**config.mk**
```make
export PLATFORM = sky130hd
export DESIGN_NAME = dram_phy_top
export DESIGN_NICKNAME = d
export VERILOG_FILES = /design/src/common/dram_phy_pkg.sv /design/src/hdl/phy_retime_stage.sv /design/src/dram_phy/dram_cmd_path.sv /design/src/dram_phy/dram_data_path.sv /design/src/hdl/dram_phy_top.sv
export SDC_FILE = /design/constraint.sdc
export NUM_CORES = 1
export LEC_CHECK = 0
export CORE_ASPECT_RATIO = 0.6
export CORE_MARGIN = 2
export CORE_UTILIZATION = 40
export CTS_BUF_LIST = sky130_fd_sc_hd__clkbuf_16
export CTS_CLUSTER_DIAMETER = 50
export DETAILED_ROUTE_END_ITERATION = 6
export DONT_BUFFER_PORTS = 1
export GPL_ROUTABILITY_DRIVEN = 0
export PLACE_DENSITY_LB_ADDON = 0.05
export SYNTH_ARGS = -nofsm -noshare
export SYNTH_HDL_FRONTEND = slang
export SYNTH_SLANG_ARGS = --single-unit
```
**constraint.sdc**
```tcl
create_clock -name int_drm_clock_buffered -period 8.55 [get_ports int_drm_clock_buffered]
set_clock_uncertainty 0.1 [all_clocks]
set_input_delay 0.4275 -clock int_drm_clock_buffered [delete_from_list [all_inputs] [get_ports int_drm_clock_buffered]]
set_output_delay 0.4275 -clock int_drm_clock_buffered [all_outputs]
set_load 0.01 [all_outputs]
```
**src/common/dram_phy_pkg.sv**
```systemverilog
//////////////////////////////
// dram phy shared widths, pin bundles
// and idle values for the retiming paths
//////////////////////////////
`default_nettype none

package dram_phy_pkg;

    // data pins per half word
    localparam int dq_width = 16;
    localparam int addr_width = 13;
    localparam int bank_width = 2;
    // ranks set chip select and cke width
    localparam int rank_count = 2;
    // one strobe and one mask per byte lane
    localparam int dqs_width = 2;
    localparam int dqm_width = 2;

    // command pins, active low controls
    typedef struct packed {
        logic [rank_count-1:0] s_n;
        logic                  ras_n;
        logic                  cas_n;
        logic                  we_n;
        logic [bank_width-1:0] ba;
        logic [addr_width-1:0] a;
    } cmd_t;

    // write word at clock rate, high half first
    typedef struct packed {
        logic [dq_width-1:0]  dq_high;
        logic [dq_width-1:0]  dq_low;
        logic [dqm_width-1:0] dqm_high;
        logic [dqm_width-1:0] dqm_low;
        logic                 dqoe;
    } wr_word_t;

    // nop with both ranks deselected
    localparam cmd_t cmd_idle = '{
        s_n:   {rank_count{1'b1}},
        ras_n: 1'b1,
        cas_n: 1'b1,
        we_n:  1'b1,
        ba:    '0,
        a:     '0
    };

    // bus released, nothing masked
    localparam wr_word_t wr_idle = '0;

endpackage

`default_nettype wire

```
**src/hdl/phy_retime_stage.sv**
```systemverilog
//////////////////////////////
// two-stage hold then drive register
//////////////////////////////
`timescale 1ns/100ps
`default_nettype none

module phy_retime_stage
#(
    parameter type      payload_t   = logic [7:0],
    parameter payload_t reset_value = '0
)
(
    input  logic     int_drm_clock_buffered,
    input  logic     system_reset_in,
    input  payload_t d,
    output payload_t q
);

    payload_t hold_q;
    payload_t drive_q;

    // first stage, captures the next value
    always_ff @(posedge int_drm_clock_buffered or posedge system_reset_in)
    begin
        if (system_reset_in)
        begin
            hold_q <= reset_value;
        end
        else
        begin
            hold_q <= d;
        end
    end

    // second stage takes the place of the old 90 degree drive flop
    always_ff @(posedge int_drm_clock_buffered or posedge system_reset_in)
    begin
        if (system_reset_in)
        begin
            drive_q <= reset_value;
        end
        else
        begin
            drive_q <= hold_q;
        end
    end

    assign q = drive_q;

endmodule

`default_nettype wire

```
**src/dram_phy/dram_cmd_path.sv**
```systemverilog
//////////////////////////////
// dram command retiming and
// per rank clock enable registers
//////////////////////////////
`timescale 1ns/100ps
`default_nettype none

module dram_cmd_path
    import dram_phy_pkg::*;
(
    input  logic                  int_drm_clock_buffered,
    input  logic                  system_reset_in,

    input  cmd_t                  next_cmd,
    input  logic                  next_cke,

    output logic [rank_count-1:0] s_n,
    output logic                  ras_n,
    output logic                  cas_n,
    output logic                  we_n,
    output logic [bank_width-1:0] ba,
    output logic [addr_width-1:0] a,
    output logic [rank_count-1:0] cke
);

    cmd_t cmd_q;

    // command goes out two cycles after sampling
    phy_retime_stage
    #(
        .payload_t   (cmd_t),
        .reset_value (cmd_idle)
    )
    u_cmd_stage
    (
        .int_drm_clock_buffered (int_drm_clock_buffered),
        .system_reset_in        (system_reset_in),
        .d                      (next_cmd),
        .q                      (cmd_q)
    );

    // split into the pins
    assign s_n   = cmd_q.s_n;
    assign ras_n = cmd_q.ras_n;
    assign cas_n = cmd_q.cas_n;
    assign we_n  = cmd_q.we_n;
    assign ba    = cmd_q.ba;
    assign a     = cmd_q.a;

    // one flop per rank so each can sit next to its own pin.
    // cke is slow, a single stage is enough
    for (genvar rank = 0; rank < rank_count; rank++)
    begin : g_cke
        logic cke_q;

        always_ff @(posedge int_drm_clock_buffered or posedge system_reset_in)
        begin
            if (system_reset_in)
            begin
                cke_q <= 1'b0;
            end
            else
            begin
                cke_q <= next_cke;
            end
        end

        assign cke[rank] = cke_q;
    end

endmodule

`default_nettype wire

```
**src/dram_phy/dram_data_path.sv**
```systemverilog
//////////////////////////////
// write word staging, dqs strobe
// registers and read data capture
//////////////////////////////
`timescale 1ns/100ps
`default_nettype none

module dram_data_path
    import dram_phy_pkg::*;
(
    input  logic                 int_drm_clock_buffered,
    input  logic                 system_reset_in,

    // write side from the controller
    input  wr_word_t             next_wr,
    input  logic [dqs_width-1:0] next_dqs_high,
    input  logic [dqs_width-1:0] next_dqs_low,

    // read halves from the pads
    input  logic [dq_width-1:0]  input_dq_high,
    input  logic [dq_width-1:0]  input_dq_low,

    output logic [dq_width-1:0]  dq_high,
    output logic [dq_width-1:0]  dq_low,
    output logic [dqm_width-1:0] dqm_high,
    output logic [dqm_width-1:0] dqm_low,
    output logic                 dq_oe,

    output logic [dqs_width-1:0] dqs_high,
    output logic [dqs_width-1:0] dqs_low,
    output logic                 dqs_oe,

    output logic [dq_width-1:0]  read_dq_high,
    output logic [dq_width-1:0]  read_dq_low
);

    wr_word_t wr_q;

    // data, masks and oe share the two-stage path
    phy_retime_stage
    #(
        .payload_t   (wr_word_t),
        .reset_value (wr_idle)
    )
    u_wr_stage
    (
        .int_drm_clock_buffered (int_drm_clock_buffered),
        .system_reset_in        (system_reset_in),
        .d                      (next_wr),
        .q                      (wr_q)
    );

    assign dq_high  = wr_q.dq_high;
    assign dq_low   = wr_q.dq_low;
    assign dqm_high = wr_q.dqm_high;
    assign dqm_low  = wr_q.dqm_low;
    assign dq_oe    = wr_q.dqoe;

    // strobes run one cycle ahead of the data,
    // so dqs_oe leads dq_oe by a cycle
    always_ff @(posedge int_drm_clock_buffered or posedge system_reset_in)
    begin
        if (system_reset_in)
        begin
            dqs_high <= '0;
            dqs_low  <= '0;
            dqs_oe   <= 1'b0;
        end
        else
        begin
            dqs_high <= next_dqs_high;
            dqs_low  <= next_dqs_low;
            dqs_oe   <= next_wr.dqoe;
        end
    end

    // read capture
    always_ff @(posedge int_drm_clock_buffered or posedge system_reset_in)
    begin
        if (system_reset_in)
        begin
            read_dq_high <= '0;
            read_dq_low  <= '0;
        end
        else
        begin
            read_dq_high <= input_dq_high;
            read_dq_low  <= input_dq_low;
        end
    end

endmodule

`default_nettype wire

```
**src/hdl/dram_phy_top.sv**
```systemverilog
//////////////////////////////
// dram phy retiming top level
//////////////////////////////
`timescale 1ns/100ps
`default_nettype none

module dram_phy_top
    import dram_phy_pkg::*;
(
    input  logic                  int_drm_clock_buffered,
    input  logic                  system_reset_in,

    // controller side
    input  cmd_t                  next_cmd,
    input  logic                  next_cke,
    input  wr_word_t              next_wr,
    input  logic [dqs_width-1:0]  next_dqs_high,
    input  logic [dqs_width-1:0]  next_dqs_low,
    input  logic [dq_width-1:0]   input_dq_high,
    input  logic [dq_width-1:0]   input_dq_low,

    // command pins
    output logic [rank_count-1:0] s_n,
    output logic                  ras_n,
    output logic                  cas_n,
    output logic                  we_n,
    output logic [bank_width-1:0] ba,
    output logic [addr_width-1:0] a,
    output logic [rank_count-1:0] cke,

    // data and strobe pins
    output logic [dq_width-1:0]   dq_high,
    output logic [dq_width-1:0]   dq_low,
    output logic [dqm_width-1:0]  dqm_high,
    output logic [dqm_width-1:0]  dqm_low,
    output logic                  dq_oe,
    output logic [dqs_width-1:0]  dqs_high,
    output logic [dqs_width-1:0]  dqs_low,
    output logic                  dqs_oe,
    output logic [dq_width-1:0]   read_dq_high,
    output logic [dq_width-1:0]   read_dq_low
);

    dram_cmd_path u_dram_cmd_path
    (
        .int_drm_clock_buffered (int_drm_clock_buffered),
        .system_reset_in        (system_reset_in),
        .next_cmd               (next_cmd),
        .next_cke               (next_cke),
        .s_n                    (s_n),
        .ras_n                  (ras_n),
        .cas_n                  (cas_n),
        .we_n                   (we_n),
        .ba                     (ba),
        .a                      (a),
        .cke                    (cke)
    );

    // all data staging on the same clock as the command path
    dram_data_path u_dram_data_path
    (
        .int_drm_clock_buffered (int_drm_clock_buffered),
        .system_reset_in        (system_reset_in),
        .next_wr                (next_wr),
        .next_dqs_high          (next_dqs_high),
        .next_dqs_low           (next_dqs_low),
        .input_dq_high          (input_dq_high),
        .input_dq_low           (input_dq_low),
        .dq_high                (dq_high),
        .dq_low                 (dq_low),
        .dqm_high               (dqm_high),
        .dqm_low                (dqm_low),
        .dq_oe                  (dq_oe),
        .dqs_high               (dqs_high),
        .dqs_low                (dqs_low),
        .dqs_oe                 (dqs_oe),
        .read_dq_high           (read_dq_high),
        .read_dq_low            (read_dq_low)
    );

endmodule

`default_nettype wire

```
## Word-level counts from Yosys, hierarchy flattened

Cells that the tools add are included.

- Flip-flop bits (word level): 151
- Input bits: 96
- Output and inout bits: 96
- Word-level logic and storage cells: 27

## Logic depth before layout (Yosys ltp)

Gate-level depths: netlist (run 1).

- Word-level depth: 0
- Depth in mapped cells: 1
- Gate-level depth less buffers: 1

## Modules after synthesis

From an unflattened synthesis (run 1), not the netlist that was laid out.

- Cell total of the unflattened synthesis: 158
- Area total of the unflattened synthesis: 3846.2 sq um

By module, submodules not included:

| module | times used | cells an instance | area each (sq um) | sequential area each (sq um) |
|---|---|---|---|---|
| phy_retime_stage (u_dram_data_path.u_wr_stage) | 1 | 75 | 1855.5 | 1851.8 |
| phy_retime_stage (u_dram_cmd_path.u_cmd_stage) | 1 | 41 | 1017.2 | 1013.5 |
| dram_data_path | 1 | 38 | 929.6 | 925.9 |
| dram_cmd_path | 1 | 4 | 43.8 | 25.0 |

## Worst setup path before layout (run 1)

Ideal clock, no wire load.

- Path type: register -> output
- Start point: register u_dram_cmd_path.u_cmd_stage.drive_q, in the netlist u_dram_cmd_path.u_cmd_stage.q[16]
- End point: output port cas_n
- Data arrival time: 0.520 ns
- Data required time: 8.023 ns
- Setup slack: 7.503 ns
- Stages on the path, launching flop included: 1
- Path buffers: 0
- Cells stage by stage: dfstp_2

RTL lines:

| element | line | RTL |
|---|---|---|
| start, declared | phy_retime_stage.sv:20 | `payload_t drive_q;` |
| start signal, assigned | phy_retime_stage.sv:40 | `drive_q <= reset_value;` |
| start signal, assigned | phy_retime_stage.sv:44 | `drive_q <= hold_q;` |
| end, declared | dram_phy_top.sv:25 | `output logic cas_n,` |

No word-level cell between the ends.

==> results of run 1 <==
==> power by group <==
part	internal, mW	switching, mW	total [mW]
combinational	0.0292	0.0192	0.0484
sequential	0.753	0.0268	0.780
clock	0.580	0.284	0.863
total	1.36	0.330	1.69
==> path summary, 6_finish.rpt <==
kind | startpoint | end | depth (start not counted)
max | system_reset_in | u_dram_data_path.read_dq_low[2]$_DFF_PP0_ | 3
min in group asynchronous | system_reset_in | u_dram_data_path.u_wr_stage.q[19]$_DFF_PP0_ | 2
max reg2reg | u_dram_cmd_path.u_cmd_stage.hold_q[16]$_DFF_PP1_ | u_dram_cmd_path.u_cmd_stage.q[16]$_DFF_PP1_ | 0
min reg2reg | u_dram_data_path.u_wr_stage.hold_q[28]$_DFF_PP0_ | u_dram_data_path.u_wr_stage.q[28]$_DFF_PP0_ | 0
max in group int_drm_clock_buffered | u_dram_cmd_path.u_cmd_stage.q[19]$_DFF_PP1_ | s_n[1] | 0
min | u_dram_data_path.u_wr_stage.hold_q[28]$_DFF_PP0_ | u_dram_data_path.u_wr_stage.q[28]$_DFF_PP0_ | 0
==> worst max-delay path: cells and delay by family <==
family,cells,cell delay (ns)
buffers and inverters,3,1.87
==> registers in the layout, indices dropped and copies added (netlist names) <==
signal	count
u_dram_data_path.u_wr_stage.hold_q	36
u_dram_data_path.u_wr_stage.q	37
u_dram_data_path.read_dq_high	16
u_dram_cmd_path.u_cmd_stage.hold_q	20
u_dram_data_path.dqs_high	2
u_dram_data_path.dqs_low	2
u_dram_cmd_path.g_cke.cke_q	1
u_dram_data_path.read_dq_low	16
u_dram_cmd_path.u_cmd_stage.q	20
u_dram_data_path.dqs_oe	1
==> cells by family (layout without fill, tap and decap cells) <==
family / after synthesis / count (layout) / synth area share [%]
DFF: 151 / 151 / 99.5
buffers and inverters: 3 / 129 / 0.492
==> final cells by class <==
type                    instances  area (um2)
flip-flops and latches        151        3790
fillers                       637        3600
repair buffers                 96         958
clock buffers                  17         425
clock inverters                15         274
well taps                     130         163
inverters                       1        8.76
==> cell usage after synthesis <==
cell       n  share of area, %
dfstp_2   10               6.9
buf_4      2              0.39
dfrtp_1  141                93
inv_1      1             0.098
==> metal layers <==
metal,vias up,track usage (%)
li1,699,-
met1,854,14.7
met2,104,21.8
met3,2,9.38
met4,0,5.48
met5,-,0
==> stage by stage <==
step | instances | instance area [um2] | utilization [%] | worst slack, ns
5_1_grt | 410 | 5620 | 60.9 | 6.15
3_3_place_gp | 283 | 3970 | 43.0 | 6.67
4_1_cts | 410 | 5620 | 60.9 | 6.37
6_report | 410 | 5620 | 60.9 | 6.46
3_5_place_dp | 283 | 3970 | 43.0 | 6.57
2_1_floorplan | 154 | 3810 | - | 3.97
==> flow_results.org, run 1 <==
** Drt
- In the routed layout, each cell is associated on average with a via count of 4.05.
- First-pass iteration count of the detailed router :: 6
- Met3 layer wire length in the routed design :: 825 um
- Across all layers, the routed design uses 1659 vias.
- The detailed router put a total of 2450 um of wire on met1.
- Number of design rule violations left after detail routing :: 0
- Wire length after detailed routing :: 6860 um
- Post-DRT Antenna Nets :: 0
- Routed wire length per instance :: 16.7 um
- Iteration-0 DRC Markers :: 52
- Top routing layer in use :: met4
- Amount of wire on met2 after detailed routing :: 3570 um

** Setup path
- STA puts the critical path data required time at 8.84 ns.
- Type of origin of the critical path :: input port
- In this design, the stage delay of the slowest critical-path cell is 0.85 ns.
- Critical Path Fanout Max :: 84
- The worst setup path is captured at an async pin.
- Data on the critical path arrives at its endpoint at 2.37 ns.
- The worst setup path is of the in2async kind.
- Reg2Reg Setup Slack :: 7.87 ns
- The critical path goes through dlygate4sd3_1 -> inv_6 -> buf_4.
- Cell with the largest stage delay on the worst path :: buf_4

** Outcome
- The run finished with clean final reports.

** STA
- Final count of pins violating max slew :: 0
- Final critical delay including setup and external delays :: 2.09 ns
- Summed over all failing endpoints, the final setup total negative slack is 0 ns.
- Portion of the clock cycle consumed by the worst path in the final layout :: 24.4%
- Final-report setup violation count :: 0
- On the final layout, the worst hold slack is 0.245 ns.
- Relative slew slack :: 34.4%
- Setup repair after global routing left no endpoint under its margin.
- At the pin with the least slew margin, the transition time is 0.984 ns.
- Highest clock rate :: 480 MHz
- Hold violation total from the final report :: 0

** CTS
- H-tree depth reported by CTS :: 4
- At the later pin of the worst-skew pair, clock insertion delay measures 0.40 ns.
- Max Root-Sink Buffers :: 2
- Number of sinks driven by the clock tree :: 151
- Buffers inserted to repair hold after CTS numbered 95.
- Root Buffer Master :: clkbuf_16
- Inserted Clock Buffers :: 17
- Clock slew at the register clock pins of the worst setup and hold paths :: 0.06 ns
- TritonCTS built the clock tree.
- After clock tree synthesis, the repair step resized 0 gates.
- In this run the post-CTS setup repair buffer count came out at 0.

** Die
- The floorplan step defined a die boundary enclosing 10300 um2.
- For this design the top-level I/O count stands at 192.
- Std cell rows :: 27
- The die is 79.6 um tall.
- The initial utilization of the core area, before any placement, comes to 41.3%.
- Floorplan core area :: 9220 um2
- The die is 130 um wide.

** Synthesis
- The mapped netlist covers 3810 um2.
- Mapped Nets :: 250
- Part of the Yosys area used for sequential elements :: 99.5%
- After technology mapping, the gate count stands at 154.
- The average instance in the mapped netlist occupies 24.7 um2.
- For this run, the number of Yosys warnings is 0.
- Flip-flop and latch count after synthesis :: 151
- The synthesized netlist contains 4 unique library cells.

** Placed design
- Count of input and output buffers :: 0
- Final HPWL from detailed placement :: 4260 um

** Power and ir drop
- Reported leakage power :: 2.49 nW
- Pwr Density :: 301 nW/um2
- The worst-case IR drop observed on VDD is 152 uV.
- Post-layout power :: 1.69 mW

** Final layout
- The library cell used most frequently in the layout, excluding fill and tap cells, is dfrtp_1.
- Fraction of layout cells with a size suffix above 1 :: 15.7%
- Total number of multi-input combinational cells :: 0
- Most frequent cells in the layout :: dfrtp_1, dlygate4sd3_1, clkbuf_16
- P&R area growth vs syn :: 47.5%
- The number of antenna diodes in the final layout is 0.
- In the final layout, the multi-input gates occupy 0 um2.
- # nets final :: 363

** GRT
- The first global-routing pass estimated 10200 um of wire.
- Vias in the first global route :: 1820
- Total congestion overflow :: 0
- Across every metal layer, demand over resource in global routing totals 13.8%.
- The number of antenna violations at the first check in global routing is 0.
- Entering global routing, the biggest net connects 85 pins.

** Flow run
- Max-cap violations :: 0

** Worst hold path
- Worst hold path class :: reg2reg
No activity file was read; power rests on OpenSTA's default activity.
==> run 2, diff against run 1 <==
--- a/config.mk
+++ b/config.mk
@@ -5,6 +5,7 @@
 export SDC_FILE = /design/constraint.sdc
 export NUM_CORES = 1
 export LEC_CHECK = 0
+export ABC_AREA = 1
 export CORE_ASPECT_RATIO = 0.6
 export CORE_MARGIN = 2
 export CORE_UTILIZATION = 40
==> constraint.sdc (replaced) <==
create_clock -name int_drm_clock_buffered -period 1.8 [get_ports int_drm_clock_buffered]
set_clock_uncertainty 0.1 [all_clocks]
set_input_delay 0.09 -clock int_drm_clock_buffered [delete_from_list [all_inputs] [get_ports int_drm_clock_buffered]]
set_output_delay 0.09 -clock int_drm_clock_buffered [all_outputs]
set_load 0.01 [all_outputs]
==> run 2 against run 1 <==
- sequential share of layout area is 0.96 points higher
- wire length is 1.8% lower
- global-route usage is 0.29 points higher
- clock power grew to 4.1 times the previous value
- register-to-register slack worse by 6.8 ns
- non-clock buffer count stayed put
- cell area is 1.4% lower
- combinational power grew to 4.8 times the previous value
- critical path type is now reg2out
- critical endpoint is now we_n
- largest cell class unchanged
==> flow_results.org, run 2 (synthesized netlist as in run 1, its figures left out) <==
** Power and ir drop
- Internal Dissipation :: 6.02 mW (was 1.36 mW)
- Power dissipated by switching net loads :: 1.50 mW (was 330 uW)
- Portion of total power attributed to sequential cells :: 49.2% (was 46.1%)
- The logic gate share of total power was 3.1% (was 2.9%).
- Pwr Density :: 1360 nW/um2 (was 301 nW/um2)
- VDD IR max :: 857 uV (was 152 uV)
- Proportion of total power due to net switching :: 20.0% (was 19.5%)
- Clock share of power :: 47.6% (was 51.0%)
- The cell leakage power was 2.45 nW (was 2.49 nW).

** GRT
- The total global-route track usage was 14.1% (was 13.8%).
- Initial antenna violation count :: 0 (unchanged)
- The number of global-route vias before repair came to 1883 (was 1820).
- Largest net degree at the start of global routing :: 152 (was 85)
- Total congestion overflow :: 0 (unchanged)
- Wire length of the first global-routing pass :: 10100 um (was 10200 um)

** CTS
- The clock sink count came to 151 (unchanged).
- The number of buffers added to fix hold violations after cts was 95 (unchanged).
- Inserted Clock Buffers :: 17 (unchanged)
- Worst skew pair latency :: 0.40 ns (about the same)
- H-tree depth reported by CTS :: 4 (unchanged)
- The clock edge transition at the registers on the reported setup and hold paths came to 0.06 ns (about the same).
- The CTS tree is done (unchanged).
- Root Buffer Master :: clkbuf_16 (unchanged)
- The number of buffers inserted by post-CTS setup repair came to 0 (unchanged).
- The maximum count of clock buffers along a single path is 2 (unchanged).
- The number of cells upsized or downsized after cts came to 0 (unchanged).

** STA
- For this run, the top clock speed supported by timing is 867 MHz.
- RSZ-0062 raised after global routing :: no (unchanged)
- Portion of the clock cycle consumed by the worst path in the final layout :: 64.1%
- Sum of negative setup slack :: 0 ns (unchanged)
- Final critical delay including setup and external delays :: 1.15 ns
- Final-report setup violation count :: 0 (unchanged)
- The count of final max-slew check failures came to 0 (unchanged).
- The slew of the pin with the lowest slew margin was 0.731 ns (was 0.984 ns).
- Relative slew slack :: 51.3% (was 34.4%)
- Hold violation total from the final report :: 0 (unchanged)

** Setup path
- Kind of end point of the critical path :: output port (was async pin)
- Req. time, crit path :: 1.61 ns (was 8.84 ns)
- The depth of the worst register-to-register path is 0 (unchanged).
- Type of origin of the critical path :: register (was input port)
- The startpoint-to-endpoint class of the critical path is reg2out (was in2async).
- The logic depth of the worst setup path including buffers was 0 (was 3).
- Critical Path Fanout Max :: 1 (was 84)
- Data arrival at the endpoint of the critical path :: 0.96 ns (was 2.37 ns)

** Final layout
- Final cell utilization of the core :: 60.1% (was 60.9%)
- The final instance area is 5540 um2 (was 5620 um2).
- Flip-flop count of the largest register after layout :: 37 (unchanged)
- The final antenna diode count is 0 (unchanged).
- The area overhead of the layout relative to synthesis was 45.5% (was 47.5%).
- Most frequent cells in the layout :: dfrtp_1, dlygate4sd3_1, clkbuf_16 (unchanged)
- The area used by sequential logic in the layout came to 3790 um2 (unchanged).
- Leading cell type in the layout, fill and taps excluded :: dfrtp_1 (unchanged)
- The count of multi-input combinational gates was 0 (unchanged).
- The total of fill cells in the finished design came to 672 (was 637).
- The number of nets in the layout was 363 (unchanged).
- The layout cell share with drive strength beyond 1 was 13.9% (was 15.7%).
- Area of combinational cells with multiple inputs :: 0 um2 (unchanged)

** Drt
- The routed wirelength normalized by instance count was 16.4 um (was 16.7 um).
- The DRC violation count after routing was 0 (unchanged).
- The via density per instance was 4.06 (was 4.05).
- Wire length after detailed routing :: 6730 um (was 6860 um)
- Total vias in the final route :: 1664 (was 1659)
- The post-route antenna net violation count is 0 (unchanged).
- The detailed-routing iteration count for the pre-antenna-repair pass is 3 (was 6).
- The count of routing violations after the opening detailed-route iteration was 94 (was 52).

** Worst hold path
- Worst hold path class :: in2reg (was reg2reg)
- The depth of the worst hold-timing path is 1 (was 0).

** Placed design
- Post-placement cell area :: 3980 um2 (was 3970 um2)
- The number of buffers inserted by port buffering is 0 (unchanged).
- Final HPWL from detailed placement :: 4080 um (was 4260 um)

** Outcome
- Status :: finished clean (unchanged)

** Die
- The placeable core area came to 9220 um2 (unchanged).
- Chip height :: 79.6 um (unchanged)
- Area enclosed by the die boundary :: 10300 um2 (unchanged)
- The I/O pin count came to 192 (unchanged).
- Initial Utilization :: 41.3% (unchanged)
- The x dimension of the die was 130 um (unchanged).
- The number of cell rows is 27 (unchanged).

** Flow run
- The total of max-cap violations came to 0 (unchanged).
==> run 2: metal layers <==
layer | wire, um | GRT usage [%]
met5 | 0 | 0
met3 | 798 | 8.31
met1 | 2320 | 14.8
met2 | 3490 | 21.9
met4 | 117 | 8.71
==> run 2: final timing paths <==
| check | startpoint | end | slack (ns) |
|---|---|---|---|
| hold reg to reg | u_dram_data_path.u_wr_stage.hold_q[4]$_DFF_PP0_ | u_dram_data_path.u_wr_stage.q[4]$_DFF_PP0_ | 0.24 |
| setup reg to reg | u_dram_cmd_path.u_cmd_stage.hold_q[15]$_DFF_PP1_ | u_dram_cmd_path.u_cmd_stage.q[15]$_DFF_PP1_ | 1.11 |
| max in group asynchronous | system_reset_in | u_dram_data_path.u_wr_stage.q[6]$_DFF_PP0_ | 0.76 |
| min in group asynchronous | system_reset_in | u_dram_data_path.u_wr_stage.hold_q[19]$_DFF_PP0_ | 0.31 |
| setup / recovery | u_dram_cmd_path.u_cmd_stage.q[15]$_DFF_PP1_ | we_n | 0.65 |
| hold / removal | next_cmd[15] | u_dram_cmd_path.u_cmd_stage.hold_q[15]$_DFF_PP1_ | 0.13 |
==> run 2: power by group through the flow <==
stage	clock [mW]	sequential, mW	combinational, mW
global placement	0	3.76	0.0647
CTS	3.65	3.71	0.238
finish	3.58	3.70	0.234
floorplan	0	3.74	0.0541
global route	3.85	3.72	0.262
detailed placement	0	3.77	0.0702
==> run 2: cell type report <==
class / instances / area share, %
clock inverters: 15 / 3.32
flip-flops and latches: 151 / 68.4
well taps: 130 / 2.94
inverters: 1 / 0.135
clock buffers: 17 / 7.68
repair buffers: 96 / 17.5
==> run 2: stage by stage <==
step,setup WS (ns),power (mW),hold WS [ns],cells
after floorplan,-0.285,3.79,-0.00552,154
after global placement,0.997,3.83,-0.00545,283
after detailed placement,0.928,3.84,-0.00545,283
after CTS,0.623,7.60,0.109,410
after global routing,0.608,7.83,0.114,410
final,0.646,7.52,0.127,410
==> run 3, diff against run 2 <==
--- a/config.mk
+++ b/config.mk
@@ -5,7 +5,7 @@
 export SDC_FILE = /design/constraint.sdc
 export NUM_CORES = 1
 export LEC_CHECK = 0
-export ABC_AREA = 1
+export ABC_AREA = 0
 export CORE_ASPECT_RATIO = 0.6
 export CORE_MARGIN = 2
 export CORE_UTILIZATION = 40
==> constraint.sdc (replaced) <==
create_clock -name int_drm_clock_buffered -period 1.16 [get_ports int_drm_clock_buffered]
set_clock_uncertainty 0.1 [all_clocks]
set_input_delay 0.058 -clock int_drm_clock_buffered [delete_from_list [all_inputs] [get_ports int_drm_clock_buffered]]
set_output_delay 0.058 -clock int_drm_clock_buffered [all_outputs]
set_load 0.01 [all_outputs]
==> run 3 against run 2 <==
- setup slack lost 0.59 ns
- global-route usage up 0.069 points
- non-clock buffer count is 2 higher
- count of clock-buffer cells in the layout did not move
- register-to-register slack worse by 0.64 ns
- combinational power rose by 62%
- hold slack got worse by 0.12 ns
- critical path depth stayed put
- clock power up 51%
- die area stayed put
- total power increased by 54%
- critical path type unchanged
- largest cell class unchanged
==> flow_results.org, run 3 (synthesized netlist as in run 1, its figures left out) <==
** Setup path
- The startpoint of the worst setup timing path is u_dram_cmd_path.u_cmd_stage.q[16]$_DFF_PP1_ (was u_dram_cmd_path.u_cmd_stage.q[15]$_DFF_PP1_).
- Data arrival at the endpoint of the critical path :: 0.95 ns (was 0.96 ns)
- R2R Path Start :: u_dram_cmd_path.u_cmd_stage.hold_q[15]$_DFF_PP1_ (unchanged)
- Req. time, crit path :: 1.00 ns (was 1.61 ns)
- Type of origin of the critical path :: register (unchanged)
- Kind of end point of the critical path :: output port (unchanged)
- Category of the most critical setup path :: reg2out (unchanged)
- The maximum fanout count along the critical path was 1 (unchanged).

** Final layout
- Total number of multi-input combinational cells :: 0 (unchanged)
- Fraction of layout cells with a size suffix above 1 :: 14.2% (was 13.9%)
- The area occupied by multi-input gates was 0 um2 (unchanged).
- Most frequent cells in the layout :: dfrtp_1, dlygate4sd3_1, clkbuf_16 (unchanged)
- The post-route core utilization came to 60.3% (was 60.1%).
- Flip-flop count of the largest register after layout :: 37 (unchanged)
- Number of standard cells in the final layout excluding fillers :: 411 (was 410)
- Count of antenna diodes in the layout :: 0 (unchanged)
- The most common cell after layout, fill and taps aside is dfrtp_1 (unchanged).
- The number of nets in the layout is 365 (was 363).
- P&R area growth vs syn :: 46.1% (was 45.5%)

** GRT
- Largest net degree at the start of global routing :: 60 (was 152)
- The wire length of the first global-routing pass came to 10300 um (was 10100 um).
- The total global-route track usage came to 14.2% (was 14.1%).
- The final global-route overflow total was 0 (unchanged).
- Vias in the first global route :: 1899 (was 1883)
- The number of antenna violations at the first check in global routing came to 0 (unchanged).

** STA
- Final-report setup violation count :: 0 (unchanged)
- RSZ-0062 raised after global routing: no (unchanged).
- Of the available clock period, the critical path in the final layout requires 95.3%.
- The setup total negative slack was 0 ns (unchanged).
- Worst setup slack after layout :: 0.0541 ns (was 0.646 ns)
- Transition time at the pin with the least slew margin :: 0.302 ns (was 0.731 ns)
- Highest clock rate :: 904 MHz
- The worst slew slack as a fraction of its limit is 79.8% (was 51.3%).
- The final count of hold timing violations came to 0 (unchanged).
- The worst path needs 1.11 ns of the cycle, external delays included.
- The count of final max-slew check failures is 0 (unchanged).

** CTS
- Post-CTS Setup Inserts :: 0 (unchanged)
- The number of buffers added to fix hold violations after cts came to 95 (unchanged).
- The latest clock arrival within the worst-skew pair is 0.40 ns (about the same).
- Root Buffer Master :: clkbuf_16 (unchanged)
- The clock sink count is 151 (unchanged).
- Clock tree from TritonCTS :: done (unchanged)
- The number of cells upsized or downsized after cts came to 0 (unchanged).
- Max Root-Sink Buffers :: 2 (unchanged)
- Clock slew at the register clock pins of the worst setup and hold paths :: 0.05 ns (was 0.06 ns)
- The level count of the clock H-tree is 4 (unchanged).
- Inserted Clock Buffers :: 17 (unchanged)

** Power and ir drop
- Power dissipated by switching net loads :: 2.23 mW (was 1.50 mW)
- VDD IR max :: 1370 uV (was 857 uV)
- The power per standard cell area was 2080 nW/um2 (was 1360 nW/um2).
- The cell-internal power came to 9.32 mW (was 6.02 mW).
- The cell leakage power came to 2.48 nW (was 2.45 nW).
- The share of power burned in the clock network was 47.0% (was 47.6%).
- The logic gate share of total power was 3.3% (was 3.1%).
- The part of the power in registers came to 49.8% (was 49.2%).
- The total power of the final layout was 11.6 mW (was 7.52 mW).
- The switching part of the total power came to 19.3% (was 20.0%).

** Drt
- The routed wire length is 6690 um (was 6730 um).
- Routed wire length per instance :: 16.3 um (was 16.4 um)
- Number of design rule violations left after detail routing :: 0 (unchanged)
- The via density per instance came to 4.03 (was 4.06).
- The detailed-routing iteration count for the pre-antenna-repair pass is 3 (unchanged).
- The detailed-route via count came to 1655 (was 1664).
- Post-DRT Antenna Nets :: 0 (unchanged)
- Iteration-0 DRC Markers :: 46 (was 94)

** Worst hold path
- Worst hold path class :: in2async (was in2reg)

** Outcome
- Status :: finished clean (unchanged)

** Die
- Std cell rows :: 27 (unchanged)
- The y dimension of the die came to 79.6 um (unchanged).
- Count of boundary I/O pins :: 192 (unchanged)
- Area enclosed by the die boundary :: 10300 um2 (unchanged)
- The effective utilization at floorplan is 41.3% (unchanged).
- The placeable core area came to 9220 um2 (unchanged).
- Die width :: 130 um (unchanged)

** Placed design
- Final HPWL from detailed placement :: 4230 um (was 4080 um)
- The instance count after placement with tap cells included came to 285 (was 283).
- The number of buffers inserted by port buffering is 0 (unchanged).
- Worst slack at placement :: 0.464 ns (was 0.928 ns)

** Flow run
- Max-cap violations :: 0 (unchanged)
-- run 3: changes by cell type in the layout (fill, tap and decap cells not counted), sizes merged --
cell	previous run	this run
buf	1	3
clkinv	4	7
clkinvlp	4	1
inv	4	3
-- run 3: power by group through the flow --
stage / registers [mW] / clock network (mW) / logic (mW)
after floorplan: 5.80 / 0 / 0.0840
after global placement: 5.84 / 0 / 0.118
after detailed placement: 5.84 / 0 / 0.127
after CTS: 5.75 / 5.55 / 0.387
after global routing: 5.77 / 5.87 / 0.424
final: 5.75 / 5.42 / 0.379
-- run 3: worst paths after layout --
kind	to	slack, ns	cells past startpoint
worst max-delay path	cas_n	0.05	0
worst min-delay path	u_dram_cmd_path.u_cmd_stage.hold_q[7]$_DFF_PP0_	0.01	2
worst max register to register	u_dram_cmd_path.u_cmd_stage.q[15]$_DFF_PP1_	0.47	0
worst min register to register	u_dram_data_path.u_wr_stage.q[3]$_DFF_PP0_	0.24	0
max in group asynchronous	u_dram_data_path.u_wr_stage.q[34]$_DFF_PP0_	0.38	3
min in group int_drm_clock_buffered	u_dram_cmd_path.u_cmd_stage.hold_q[19]$_DFF_PP1_	0.10	1
-- run 3: area by class of cell --
| cell class | instances | area (um2) |
|---|---|---|
| fill | 665 | 3660 |
| clock inverter | 14 | 168 |
| inverter | 1 | 7.51 |
| sequential | 151 | 3790 |
| tap | 130 | 163 |
| clock buffer | 17 | 425 |
| timing repair buffer | 98 | 1010 |
-- run 3: metrics by stage --
stage | instance area (um2) | hold slack [ns]
3_3_place_gp | 4020 | -0.199
5_1_grt | 5570 | 0.00123
3_5_place_dp | 4020 | -0.195
6_report | 5570 | 0.0121
4_1_cts | 5570 | 0.000782
2_1_floorplan | 3810 | -0.0375
-- run 3: metal layers --
metal	vias to the layer above	routed length, um	GRT usage (%)	part of all wire (%)
li1	703	-	-	-
met1	843	2380	15.6	36
met2	103	3430	21.9	51
met3	6	803	8.51	12
met4	0	71	7.10	1.1
met5	-	0	0	0
